**src/logic/axi_reflect_pkg.sv**
```systemverilog
package axi_reflect_pkg;

  // ------------------------------------------------------------------------
  // Widths.
  // ------------------------------------------------------------------------
  localparam int ADDR_W    = 16;
  localparam int DATA_W    = 32;
  localparam int STRB_W    = DATA_W / 8;
  localparam int ID_W      = 4;
  localparam int USER_W    = 2;
  localparam int REG_COUNT = 16;
  localparam int REG_IDX_W = 4;

  typedef logic [ADDR_W-1:0] addr_t;
  typedef logic [DATA_W-1:0] data_t;
  typedef logic [STRB_W-1:0] strb_t;
  typedef logic [ID_W-1:0]   id_t;
  typedef logic [USER_W-1:0] user_t;
  typedef logic [1:0]        resp_t;
  typedef logic [7:0]        len_t;
  typedef logic [2:0]        size_t;
  typedef logic [1:0]        burst_t;

  localparam resp_t RESP_OKAY   = 2'd0;
  localparam resp_t RESP_SLVERR = 2'd2;

  // ------------------------------------------------------------------------
  // Channel payloads.
  // ------------------------------------------------------------------------
  typedef struct packed {
    addr_t  addr;
    id_t    id;
    len_t   len;
    size_t  size;
    burst_t burst;
    user_t  user;
  } axi_aw_t;

  typedef struct packed {
    addr_t  addr;
    id_t    id;
    len_t   len;
    size_t  size;
    burst_t burst;
    user_t  user;
  } axi_ar_t;

  typedef struct packed {
    data_t data;
    strb_t strb;
    logic  last;
  } axi_w_t;

  typedef struct packed {
    id_t   id;
    resp_t resp;
    user_t user;
  } axi_b_t;

  typedef struct packed {
    id_t   id;
    data_t data;
    resp_t resp;
    user_t user;
    logic  last;
  } axi_r_t;

  typedef struct packed {
    data_t data;
    strb_t strb;
  } axil_w_t;

  typedef struct packed {
    resp_t resp;
  } axil_b_t;

  typedef struct packed {
    data_t data;
    resp_t resp;
  } axil_r_t;

  // Bridge FSM states.
  typedef enum logic [2:0] {
    WR_IDLE,
    WR_DATA,
    WR_LITE,
    WR_WAIT,
    WR_RESP
  } wr_state_t;

  typedef enum logic [1:0] {
    RD_IDLE,
    RD_LITE,
    RD_WAIT,
    RD_RESP
  } rd_state_t;

endpackage
```
**src/logic/axi_reflect_top.sv**
```systemverilog
`timescale 1ns/1ps

module axi_reflect_top
  import axi_reflect_pkg::*;
(
  input  logic    clk,
  input  logic    rst_n,

  input  axi_aw_t aw,
  input  logic    aw_valid,
  output logic    aw_ready,
  input  axi_w_t  w,
  input  logic    w_valid,
  output logic    w_ready,
  output axi_b_t  b,
  output logic    b_valid,
  input  logic    b_ready,
  input  axi_ar_t ar,
  input  logic    ar_valid,
  output logic    ar_ready,
  output axi_r_t  r,
  output logic    r_valid,
  input  logic    r_ready
);

  // AXI-Lite link between bridge and bank.
  addr_t   axil_aw_addr;
  logic    axil_aw_valid;
  logic    axil_aw_ready;
  axil_w_t axil_w;
  logic    axil_w_valid;
  logic    axil_w_ready;
  axil_b_t axil_b;
  logic    axil_b_valid;
  logic    axil_b_ready;
  addr_t   axil_ar_addr;
  logic    axil_ar_valid;
  logic    axil_ar_ready;
  axil_r_t axil_r;
  logic    axil_r_valid;
  logic    axil_r_ready;

  axi_axil_reflect u_reflect (
    .clk           (clk),
    .rst_n         (rst_n),
    .aw            (aw),
    .aw_valid      (aw_valid),
    .aw_ready      (aw_ready),
    .w             (w),
    .w_valid       (w_valid),
    .w_ready       (w_ready),
    .b             (b),
    .b_valid       (b_valid),
    .b_ready       (b_ready),
    .ar            (ar),
    .ar_valid      (ar_valid),
    .ar_ready      (ar_ready),
    .r             (r),
    .r_valid       (r_valid),
    .r_ready       (r_ready),
    .axil_aw_addr  (axil_aw_addr),
    .axil_aw_valid (axil_aw_valid),
    .axil_aw_ready (axil_aw_ready),
    .axil_w        (axil_w),
    .axil_w_valid  (axil_w_valid),
    .axil_w_ready  (axil_w_ready),
    .axil_b        (axil_b),
    .axil_b_valid  (axil_b_valid),
    .axil_b_ready  (axil_b_ready),
    .axil_ar_addr  (axil_ar_addr),
    .axil_ar_valid (axil_ar_valid),
    .axil_ar_ready (axil_ar_ready),
    .axil_r        (axil_r),
    .axil_r_valid  (axil_r_valid),
    .axil_r_ready  (axil_r_ready)
  );

  axil_reg_bank u_bank (
    .clk      (clk),
    .rst_n    (rst_n),
    .aw_addr  (axil_aw_addr),
    .aw_valid (axil_aw_valid),
    .aw_ready (axil_aw_ready),
    .w        (axil_w),
    .w_valid  (axil_w_valid),
    .w_ready  (axil_w_ready),
    .b        (axil_b),
    .b_valid  (axil_b_valid),
    .b_ready  (axil_b_ready),
    .ar_addr  (axil_ar_addr),
    .ar_valid (axil_ar_valid),
    .ar_ready (axil_ar_ready),
    .r        (axil_r),
    .r_valid  (axil_r_valid),
    .r_ready  (axil_r_ready)
  );

endmodule

```
**src/logic/axil_reg_bank.sv**
```systemverilog
`timescale 1ns/1ps

module axil_reg_bank
  import axi_reflect_pkg::*;
(
  input  logic    clk,
  input  logic    rst_n,

  input  addr_t   aw_addr,
  input  logic    aw_valid,
  output logic    aw_ready,
  input  axil_w_t w,
  input  logic    w_valid,
  output logic    w_ready,
  output axil_b_t b,
  output logic    b_valid,
  input  logic    b_ready,

  input  addr_t   ar_addr,
  input  logic    ar_valid,
  output logic    ar_ready,
  output axil_r_t r,
  output logic    r_valid,
  input  logic    r_ready
);

  data_t regs [REG_COUNT];

  logic                 wr_go;
  logic                 rd_go;
  logic [REG_IDX_W-1:0] wr_idx;
  logic [REG_IDX_W-1:0] rd_idx;
  logic                 wr_hit;
  logic                 rd_hit;

  // Register index from word address bits.
  function automatic logic [REG_IDX_W-1:0] reg_index(addr_t addr);
    return addr[REG_IDX_W+1:2];
  endfunction

  // Anything above the bank window is out of range.
  function automatic logic in_range(addr_t addr);
    return addr[ADDR_W-1:REG_IDX_W+2] == '0;
  endfunction

  assign wr_idx = reg_index(aw_addr);
  assign rd_idx = reg_index(ar_addr);
  assign wr_hit = in_range(aw_addr);
  assign rd_hit = in_range(ar_addr);

  // ------------------------------------------------------------------------
  // Write path.
  // ------------------------------------------------------------------------
  // AW and W are taken together, one B outstanding.
  assign wr_go    = aw_valid && w_valid && !b_valid;
  assign aw_ready = wr_go;
  assign w_ready  = wr_go;

  always_ff @(posedge clk) begin
    if (!rst_n) begin
      b_valid <= 1'b0;
      for (int i = 0; i < REG_COUNT; i++) begin
        regs[i] <= '0;
      end
    end else begin
      if (wr_go) begin
        b_valid <= 1'b1;
        if (wr_hit) begin
          for (int i = 0; i < STRB_W; i++) begin
            if (w.strb[i]) begin
              regs[wr_idx][i*8 +: 8] <= w.data[i*8 +: 8];
            end
          end
        end
      end else if (b_ready) begin
        b_valid <= 1'b0;
      end
    end
  end

  always_ff @(posedge clk) begin
    if (wr_go) begin
      b.resp <= wr_hit ? RESP_OKAY : RESP_SLVERR;
    end
  end

  // ------------------------------------------------------------------------
  // Read path.
  // ------------------------------------------------------------------------
  assign ar_ready = !r_valid;
  assign rd_go    = ar_valid && ar_ready;

  always_ff @(posedge clk) begin
    if (!rst_n) begin
      r_valid <= 1'b0;
    end else if (rd_go) begin
      r_valid <= 1'b1;
    end else if (r_ready) begin
      r_valid <= 1'b0;
    end
  end

  // Out of range reads return zero.
  always_ff @(posedge clk) begin
    if (rd_go) begin
      r.data <= rd_hit ? regs[rd_idx] : '0;
      r.resp <= rd_hit ? RESP_OKAY : RESP_SLVERR;
    end
  end

endmodule

```
**src/logic/axi_axil_reflect.sv**
```systemverilog
`timescale 1ns/1ps

module axi_axil_reflect
  import axi_reflect_pkg::*;
(
  input  logic    clk,
  input  logic    rst_n,

  input  axi_aw_t aw,
  input  logic    aw_valid,
  output logic    aw_ready,
  input  axi_w_t  w,
  input  logic    w_valid,
  output logic    w_ready,
  output axi_b_t  b,
  output logic    b_valid,
  input  logic    b_ready,
  input  axi_ar_t ar,
  input  logic    ar_valid,
  output logic    ar_ready,
  output axi_r_t  r,
  output logic    r_valid,
  input  logic    r_ready,

  output addr_t   axil_aw_addr,
  output logic    axil_aw_valid,
  input  logic    axil_aw_ready,
  output axil_w_t axil_w,
  output logic    axil_w_valid,
  input  logic    axil_w_ready,
  input  axil_b_t axil_b,
  input  logic    axil_b_valid,
  output logic    axil_b_ready,
  output addr_t   axil_ar_addr,
  output logic    axil_ar_valid,
  input  logic    axil_ar_ready,
  input  axil_r_t axil_r,
  input  logic    axil_r_valid,
  output logic    axil_r_ready
);

  // ------------------------------------------------------------------------
  // Write direction.
  // ------------------------------------------------------------------------
  wr_state_t wr_state;
  addr_t     wr_addr;
  id_t       wr_id;
  user_t     wr_user;
  axil_w_t   wr_beat;
  resp_t     wr_resp;
  logic      lite_aw_done;
  logic      lite_w_done;
  logic      lite_aw_xfer;
  logic      lite_w_xfer;

  assign aw_ready      = (wr_state == WR_IDLE);
  assign w_ready       = (wr_state == WR_DATA);
  assign axil_aw_valid = (wr_state == WR_LITE) && !lite_aw_done;
  assign axil_w_valid  = (wr_state == WR_LITE) && !lite_w_done;
  assign axil_b_ready  = (wr_state == WR_WAIT);
  assign b_valid       = (wr_state == WR_RESP);
  assign axil_aw_addr  = wr_addr;
  assign axil_w        = wr_beat;
  assign lite_aw_xfer  = axil_aw_valid && axil_aw_ready;
  assign lite_w_xfer   = axil_w_valid && axil_w_ready;

  // Reflect the held ID and USER.
  always_comb begin
    b.id   = wr_id;
    b.resp = wr_resp;
    b.user = wr_user;
  end

  always_ff @(posedge clk) begin
    if (!rst_n) begin
      wr_state     <= WR_IDLE;
      lite_aw_done <= 1'b0;
      lite_w_done  <= 1'b0;
    end else begin
      case (wr_state)
        WR_IDLE: begin
          if (aw_valid) begin
            wr_state <= WR_DATA;
          end
        end
        WR_DATA: begin
          if (w_valid) begin
            wr_state <= WR_LITE;
          end
        end
        WR_LITE: begin
          if (lite_aw_xfer) begin
            lite_aw_done <= 1'b1;
          end
          if (lite_w_xfer) begin
            lite_w_done <= 1'b1;
          end
          // Both lite channels done, possibly in different cycles.
          if ((lite_aw_done || lite_aw_xfer) && (lite_w_done || lite_w_xfer)) begin
            lite_aw_done <= 1'b0;
            lite_w_done  <= 1'b0;
            wr_state     <= WR_WAIT;
          end
        end
        WR_WAIT: begin
          if (axil_b_valid) begin
            wr_state <= WR_RESP;
          end
        end
        WR_RESP: begin
          if (b_ready) begin
            wr_state <= WR_IDLE;
          end
        end
        default: wr_state <= WR_IDLE;
      endcase
    end
  end

  always_ff @(posedge clk) begin
    if (aw_valid && aw_ready) begin
      wr_addr <= aw.addr;
      wr_id   <= aw.id;
      wr_user <= aw.user;
    end
    if (w_valid && w_ready) begin
      wr_beat.data <= w.data;
      wr_beat.strb <= w.strb;
    end
    if (axil_b_valid && axil_b_ready) begin
      wr_resp <= axil_b.resp;
    end
  end

  // ------------------------------------------------------------------------
  // Read direction.
  // ------------------------------------------------------------------------
  rd_state_t rd_state;
  addr_t     rd_addr;
  id_t       rd_id;
  user_t     rd_user;
  axil_r_t   rd_beat;

  assign ar_ready      = (rd_state == RD_IDLE);
  assign axil_ar_valid = (rd_state == RD_LITE);
  assign axil_r_ready  = (rd_state == RD_WAIT);
  assign r_valid       = (rd_state == RD_RESP);
  assign axil_ar_addr  = rd_addr;

  // Single beat only, so last is always set.
  always_comb begin
    r.id   = rd_id;
    r.data = rd_beat.data;
    r.resp = rd_beat.resp;
    r.user = rd_user;
    r.last = 1'b1;
  end

  always_ff @(posedge clk) begin
    if (!rst_n) begin
      rd_state <= RD_IDLE;
    end else begin
      case (rd_state)
        RD_IDLE: begin
          if (ar_valid) begin
            rd_state <= RD_LITE;
          end
        end
        RD_LITE: begin
          if (axil_ar_ready) begin
            rd_state <= RD_WAIT;
          end
        end
        RD_WAIT: begin
          if (axil_r_valid) begin
            rd_state <= RD_RESP;
          end
        end
        RD_RESP: begin
          if (r_ready) begin
            rd_state <= RD_IDLE;
          end
        end
        default: rd_state <= RD_IDLE;
      endcase
    end
  end

  always_ff @(posedge clk) begin
    if (ar_valid && ar_ready) begin
      rd_addr <= ar.addr;
      rd_id   <= ar.id;
      rd_user <= ar.user;
    end
    if (axil_r_valid && axil_r_ready) begin
      rd_beat <= axil_r;
    end
  end

endmodule

```
**config.mk**
```make
export PLATFORM = sky130hd
export DESIGN_NAME = axi_reflect_top
export DESIGN_NICKNAME = d
export VERILOG_FILES = /design/src/logic/axi_reflect_pkg.sv /design/src/logic/axi_reflect_top.sv /design/src/logic/axil_reg_bank.sv /design/src/logic/axi_axil_reflect.sv
export SDC_FILE = /design/constraint.sdc
export NUM_CORES = 1
export LEC_CHECK = 0
export ABC_AREA = 1
export BUFFER_PORTS_ARGS = -buffer_cell sky130_fd_sc_hd__clkbuf_2
export CORE_UTILIZATION = 60
export DETAILED_ROUTE_END_ITERATION = 10
export HOLD_SLACK_MARGIN = 0.15
export PLACE_DENSITY_LB_ADDON = 0.15
export SETUP_SLACK_MARGIN = 0.1
export SLEW_MARGIN = 40
export SYNTH_ARGS = -nofsm -noshare
export SYNTH_HDL_FRONTEND = slang
export SYNTH_SLANG_ARGS = --single-unit
```
**constraint.sdc**
```tcl
create_clock -name clk -period 5.04 [get_ports clk]
set_input_delay 1.008 -clock clk [delete_from_list [all_inputs] [get_ports clk]]
set_output_delay 1.008 -clock clk [all_outputs]
set_load 0.03 [all_outputs]
```
==> impl_results.md, run 1 <==
- Sw Ratio: 29.5%
- CTS resizes: 0
- Post-synthesis mux area share: 0%
- Most frequent CP cell: nor2_8
- Total congestion overflow: 0
- Critical path type: reg2reg
- Starting Density: 61.1%
- Yosys top cell by area: edfxtp_1
- Clock transition at the registers of the reported paths: 0.06 ns
- Post-synth EDFFs: 656
- HPWL after detailed placement: 46.3 mm
- Nets@finish: 3254
- Worst Path Max Fanout: 64
- Max IR drop VDD: 380 uV
- Status: finished clean
- Predominant post-synthesis flop cell: edfxtp_1
- MaxCap Viol Count: 0
- Largest net degree at the start of global routing: 139
- Clk pwr share: 34.7%
- Post-route design area: 34100 um^2
- Worst setup margin: 2.26 ns
- Routed WL: 74.6 mm
- Vias per inst: 5.57
- Placement Cell Area: 32000 um^2
- Vias: 21500
- Number of buffers created by CTS: 70
- Synthesized area: 30900 um^2
- Slew @ Worst Pin: 0.883 ns
- Vias in the first global route: 20700
- Final worst clock skew: 0.0249 ns
- Clk_lat worst skew: 0.61 ns
- Hold slack: 0.419 ns
- WL met2: 36.5 mm
- WL/cell: 19.3 um
- N_diodes: 0
- CP Launch Type: flip-flop
- Post-synthesis xor/xnor area fraction: 0%
- Worst hold path type: reg2reg
- H-tree depth: 3
- Slowest stage delay, CP: 0.56 ns
- Layout area overhead: 10.6%
- Gr usage total: 28.8%
- First-pass GRT wire length: 114 mm
- DRC: 0
- Die area: 52300 um^2
- FF+latch count, synth: 665
- Final Util: 67.6%
- CTS tree: done
- Slowest-stage cell, CP: buf_12
- Post-Syn Area per Cell: 10.1 um^2
- Top-area cell type share of the netlist area: 63.8%
- Comb pwr share: 18.0%
- Asr flop ratio synth: 0%
- Top Metal Used: met5
- Final Setup Violations: 0
- Leak: 14.6 nW
- Final Critical Period: 2.78 ns
- Worst path depth: 7
- Synthesis Warnings: 0
- CTS Hold Buffers Added: 0
- Hold depth: 0
- Post-Synth Simple-Gate Area: 27.6%
- Max Freq: 0.360 GHz
- Sw Pwr: 4.14 mW
- Rows: 82
- WL met1: 28.8 mm
- PwrDens: 411 nW/um^2
- Root buf cell: clkbuf_16
- Slew Viols, Final: 0
- Final GP Congestion: 0.883
- Synth Instances: 3068
- Die height: 229 um
- Buf/Inv on CP: 2
- Top post-synthesis cells by count: 762 x nand2_1, 656 x edfxtp_1, 646 x nor2_1, 323 x inv_1, 251 x nand3_1
- Kind of end point of the critical path: flip-flop
- Critical path required time: 5.30 ns
- P_int: 9.89 mW
- Die extent in x: 229 um
- Endpoints failing hold: 0
- Top post-synthesis cells by area: edfxtp_1 64%, nand2_1 9.3%, nor2_1 7.9%, nand4_4 4.1%, nand3_1 4.1%
- Layout cell share with drive strength beyond 1: 13.7%
- Post-Synth Adder-Cell Area: 0.162%
- Largest family of logic cells by synthesized area: simple AND/OR/NAND/NOR gates
- Reg power frac: 47.3%
- RSZ-0062 raised after global routing: no
- Top cell family by delay on the critical path: simple AND/OR/NAND/NOR gates
- Post-synthesis compound-gate area fraction: 1.24%
- DRT antenna net count: 0
- Starting DRT DRC Count: 2258
- Arrival time worst endpoint: 3.04 ns
- Final period util: 55.1%
- Most frequent cell after synthesis: nand2_1
- Clock buffer depth: 3
- Setup tns final: 0 ns
- Slew Limit Headroom: 40.9%
- Core footprint: 50500 um^2
- Seq/Total Area, Yosys: 64.4%
- Postcts setup bufs: 0
- FF-to-FF path depth: 7
- Clk sinks: 665
- Crit path cell chain: inv_2, nor2_8, nand2_4, nor2_8, buf_12, nand4_2, nand2_1
- Drt first pass iters: 5
- Initial antenna violation count: 1
- # port buffers: 133
- I/O Pins: 168
- Met3 WL: 5.75 mm
- Pre-CTS setup slack: 1.91 ns
- Synth unique cells: 28
-- registers in the layout, indices dropped and copies added, names as in the netlist --
register	flops
u_bank.regs	512
u_reflect.axil_w	36
u_bank.r	33
u_reflect.r	33
u_reflect.axil_ar_addr	14
u_reflect.axil_aw_addr	14
u_reflect.rd_id	4
u_reflect.wr_id	4
u_reflect.wr_state	3
u_reflect.rd_state	2
u_reflect.rd_user	2
u_reflect.wr_user	2
u_bank.b	1
u_bank.b_valid	1
u_bank.r_valid	1
u_reflect.lite_aw_done	1
u_reflect.lite_w_done	1
u_reflect.wr_resp	1
-- cell usage in the layout, fill, tap and decap left out --
cell type / Yosys / layout
a21oi_1: 37 / 37
buf_12: 3 / 5
buf_16: 0 / 3
buf_4: 5 / 22
buf_6: 0 / 3
bufinv_16: 0 / 4
clkbuf_1: 104 / 21
clkbuf_16: 0 / 71
clkbuf_2: 4 / 133
clkbuf_8: 0 / 1
clkinv_1: 1 / 9
clkinv_2: 0 / 17
conb_1: 2 / 3
dfxtp_1: 9 / 9
edfxtp_1: 656 / 656
ha_1: 4 / 4
inv_1: 323 / 323
inv_2: 6 / 4
inv_4: 0 / 1
inv_6: 0 / 2
inv_8: 0 / 1
nand2_1: 762 / 762
nand2_4: 1 / 1
nand3_1: 251 / 251
nand4_2: 4 / 4
nand4_4: 60 / 60
nor2_1: 646 / 633
nor2_2: 56 / 66
nor2_4: 1 / 4
nor2_8: 2 / 2
nor3_1: 5 / 3
nor3_2: 0 / 2
o21ai_0: 38 / 38
o22ai_1: 1 / 1
or2_2: 32 / 32
-- power groups by stage --
stage                     Combinational [mW]  Clock [mW]  Sequential [mW]
after floorplan                         1.66           0             6.76
after detailed placement                2.49           0             6.75
final                                   2.52        4.87             6.64
after global routing                    2.72        5.12             6.67
after global placement                  2.39           0             6.74
after CTS                               2.50        4.90             6.64
-- per-layer routing --
layer	track usage [%]	vias up
met3	4.42	190
met2	48.2	952
met1	36.5	10300
met4	14.8	2
met5	0	-
li1	-	10100
-- path summary, 6_finish.rpt --
check	to	slack [ns]	start
worst max-delay path	u_bank.regs[13][9]	2.26	u_reflect.wr_state[1]
worst min-delay path	u_reflect.r[32]	0.42	u_bank.r[29]
worst min register to register	u_reflect.r[32]	0.42	u_bank.r[29]
worst max register to register	u_bank.regs[13][9]	2.26	u_reflect.wr_state[1]
-- kinds of logic after synthesis --
group | Yosys count
simple gates | 1820
flops | 665
buf+inv | 501
compound gates | 76
fa+ha+maj | 4
other cells | 2
-- cell type report --
cell class                 instances  area (um^2)
sequential                       665        19900
fill                            3746        16300
multi-input combinational       1903         9010
clock buffer                      93         1870
inverter                         330         1250
timing repair buffer             166         1050
tap                              672          841
clock inverter                    31          248
-- through the flow --
| stage | instances | total power [mW] |
|---|---|---|
| detailed placement | 3736 | 9.24 |
| finish | 3860 | 14.0 |
| global route | 3860 | 14.5 |
| floorplan | 3069 | 8.42 |
| CTS | 3860 | 14.0 |
| global placement | 3733 | 9.13 |
No activity file was read; power rests on OpenSTA's default activity.
==> run 2: changes to the inputs <==
--- a/config.mk
+++ b/config.mk
@@ -5,7 +5,7 @@
 export SDC_FILE = /design/constraint.sdc
 export NUM_CORES = 1
 export LEC_CHECK = 0
-export ABC_AREA = 1
+export ABC_AREA = 0
 export BUFFER_PORTS_ARGS = -buffer_cell sky130_fd_sc_hd__clkbuf_2
 export CORE_UTILIZATION = 60
 export DETAILED_ROUTE_END_ITERATION = 10
==> constraint.sdc (replaced) <==
create_clock -name clk -period 2.8 [get_ports clk]
set_input_delay 0.56 -clock clk [delete_from_list [all_inputs] [get_ports clk]]
set_output_delay 0.56 -clock clk [all_outputs]
set_load 0.03 [all_outputs]
==> run 2 against run 1 <==
Final cell count shrank 28%; total power grew 71%; combinational power grew 30%; critical path type unchanged; critical endpoint is now u_bank.regs[8][27]; non-clock buffer count grew 183; clock skew grew 0.0046 ns; sequential cell count is the same.
==> impl_results.md, run 2 <==
- Status: finished clean
- DRT antenna net count: 0
- Worst setup margin: 0.290 ns
- Number of buffers created by CTS: 70
- Yosys top cell by area: edfxtp_1
- Largest net degree at the start of global routing: 86
- Total congestion overflow: 0
- Gr usage total: 28.0%
- Reg area: 19900 um^2
- Commonest non-fill, non-tap cell in the layout: edfxtp_1
- Routed WL: 68.7 mm
- Clk sinks: 665
- Nets@finish: 2185
- Post-synthesis xor/xnor area fraction: 0%
- CTS tree: done
- Post-Syn Area per Cell: 16.2 um^2
- Worst r2r src: u_reflect.axil_aw_addr[5]
- CTS Hold Buffers Added: 70
- FF+latch count, synth: 665
- Rows: 81
- Largest Register: u_bank.regs
- Hold depth: 1
- Die extent in x: 225 um
- Largest family of logic cells by synthesized area: simple AND/OR/NAND/NOR gates
- PwrDens: 695 nW/um^2
- Clock transition at the registers of the reported paths: 0.06 ns
- Synth unique cells: 48
- Die area: 50400 um^2
- Top cell family by delay on the critical path: simple AND/OR/NAND/NOR gates
- CTS resizes: 0
- Inst Count DP: 2589
- DRC: 0
- Fillers: 3254
- Most frequent CP cell: buf_4
- Final Critical Period: 2.51 ns
- FF-to-FF path depth: 5
- Critical path type: reg2reg
- Slew Viols, Final: 0
- Vias per inst: 6.27
- Multi-input logic area: 8850 um^2
- Critical path required time: 3.11 ns
- Post-synthesis mux area share: 11.9%
- Worst hold path type: in2reg
- Post-Synth Simple-Gate Area: 15.4%
- Hold slack: 0.177 ns
- Reg2Reg Capture Point: u_bank.regs[8][27]
- Top post-synthesis cells by area: edfxtp_1 66%, mux4_2 9.7%, nor3_1 6.8%, nor3_2 3.7%, mux2i_1 2.2%
- RSZ-0062 raised after global routing: no
- Initial antenna violation count: 0
- Clock buffer depth: 3
- Vias in the first global route: 17500
- Arrival time worst endpoint: 2.82 ns
- H-tree depth: 3
- HPWL after detailed placement: 43.6 mm
- Starting DRT DRC Count: 1451
- Post-Synth Adder-Cell Area: 0.168%
- Drt first pass iters: 5
- N_diodes: 0
- Layout cell share with drive strength beyond 1: 33.0%
- Post-synthesis compound-gate area fraction: 2.13%
- Layout area overhead: 16.2%
- Slowest-stage cell, CP: edfxtp_1
- # port buffers: 133
- Starting Density: 60.8%
- First-pass GRT wire length: 104 mm
- Slowest stage delay, CP: 0.77 ns
- Reg2Reg Setup Slack: 0.29 ns
- Synth Instances: 1830
- Total power: 24.0 mW
- Final period util: 89.7%
- WL/cell: 24.7 um
- Post-synth EDFFs: 656
- Final worst clock skew: 0.0295 ns
- MaxCap Viol Count: 0
- HP Start: w[34]
- Root buf cell: clkbuf_16
- Buf/Inv on CP: 2
- Final Setup Violations: 0
- Clk_lat worst skew: 0.62 ns
- Slew Limit Headroom: 47.6%
- Final GP Congestion: 0.836
- I/O Pins: 168
- Asr flop ratio synth: 0%
- Hold Path Sink: u_reflect.axil_w[33]
- Max Freq: 0.398 GHz
- Predominant post-synthesis flop cell: edfxtp_1
- Slew @ Worst Pin: 0.786 ns
- Endpoints failing hold: 0
- Postcts setup bufs: 0
- Crit path cell chain: nor4b_2, buf_4, nand4_2, o21ai_1, buf_4
- Vias: 17400
- Top-area cell type share of the netlist area: 66.3%
- CP Launch Type: flip-flop
- Synthesis Warnings: 0
- Max IR drop VDD: 558 uV
- Top post-synthesis cells by count: 656 x edfxtp_1, 403 x nor3_1, 128 x mux4_2, 111 x nor3_2, 92 x clkbuf_1
- Most frequent cell after synthesis: edfxtp_1
- Core footprint: 48800 um^2
- Seq/Total Area, Yosys: 66.9%
- Pre-CTS setup slack: 0.329 ns
- Synthesized area: 29700 um^2
- Number of flip-flops in the largest register: 512
- Leak: 11.8 nW
- Setup tns final: 0 ns
- Worst Path Max Fanout: 16
- Crit. Startpoint: u_reflect.axil_aw_addr[5]
- Die height: 225 um
- Most frequent cells in the layout: 656 x edfxtp_1, 403 x nor3_1, 132 x clkbuf_2, 132 x buf_4, 128 x mux4_2
- Post-Layout Cell Count: 2781
- Kind of end point of the critical path: flip-flop
-- run 2: worst max path at each step --
stage                          endpoint  slack [ns]  cells past startpoint
floorplan           u_reflect.axil_w[0]        0.21                      2
global placement     u_bank.regs[5][25]        0.40                      6
detailed placement   u_bank.regs[8][18]        0.33                      5
CTS                  u_bank.regs[6][19]        0.31                      5
global route         u_bank.regs[8][31]        0.14                      5
finish               u_bank.regs[8][27]        0.29                      5
-- run 2: stage by stage --
stage          util [%]  cell area [um^2]
2_1_floorplan         -             29700
3_3_place_gp       64.8             31600
3_5_place_dp       64.8             31600
4_1_cts            70.7             34500
5_1_grt            70.7             34500
6_report           70.7             34500
-- run 2: logic make-up (layout without fill, tap and decap cells) --
group | count (synthesis) | in the layout
buf+inv | 223 | 509
mux | 193 | 193
flops | 665 | 665
other cells | 2 | 3
simple gates | 633 | 633
fa+ha+maj | 4 | 4
compound gates | 110 | 110
-- run 2: where the power goes --
part	switching (mW)	internal, mW
clock network	3.70	5.20
registers	0.217	11.6
logic	1.90	1.38
total	5.81	18.2
-- run 2: final cells by class --
class	instances	share of cell area, %
Sequential cell	665	57.6
Inverter	38	0.413
Timing Repair Buffer	349	7.64
Clock inverter	32	0.757
Tap cell	664	2.41
Multi-Input combinational cell	943	25.6
Clock buffer	90	5.57
-- run 2: routing by layer --
metal / share of wire (%) / GRT usage [%] / vias up
met3: 6.9 / 4.66 / 122
li1: - / - / 7853
met5: 0 / 0 / -
met4: 2.6 / 8.82 / 0
met1: 39 / 38.2 / 8791
met2: 51 / 46.6 / 683
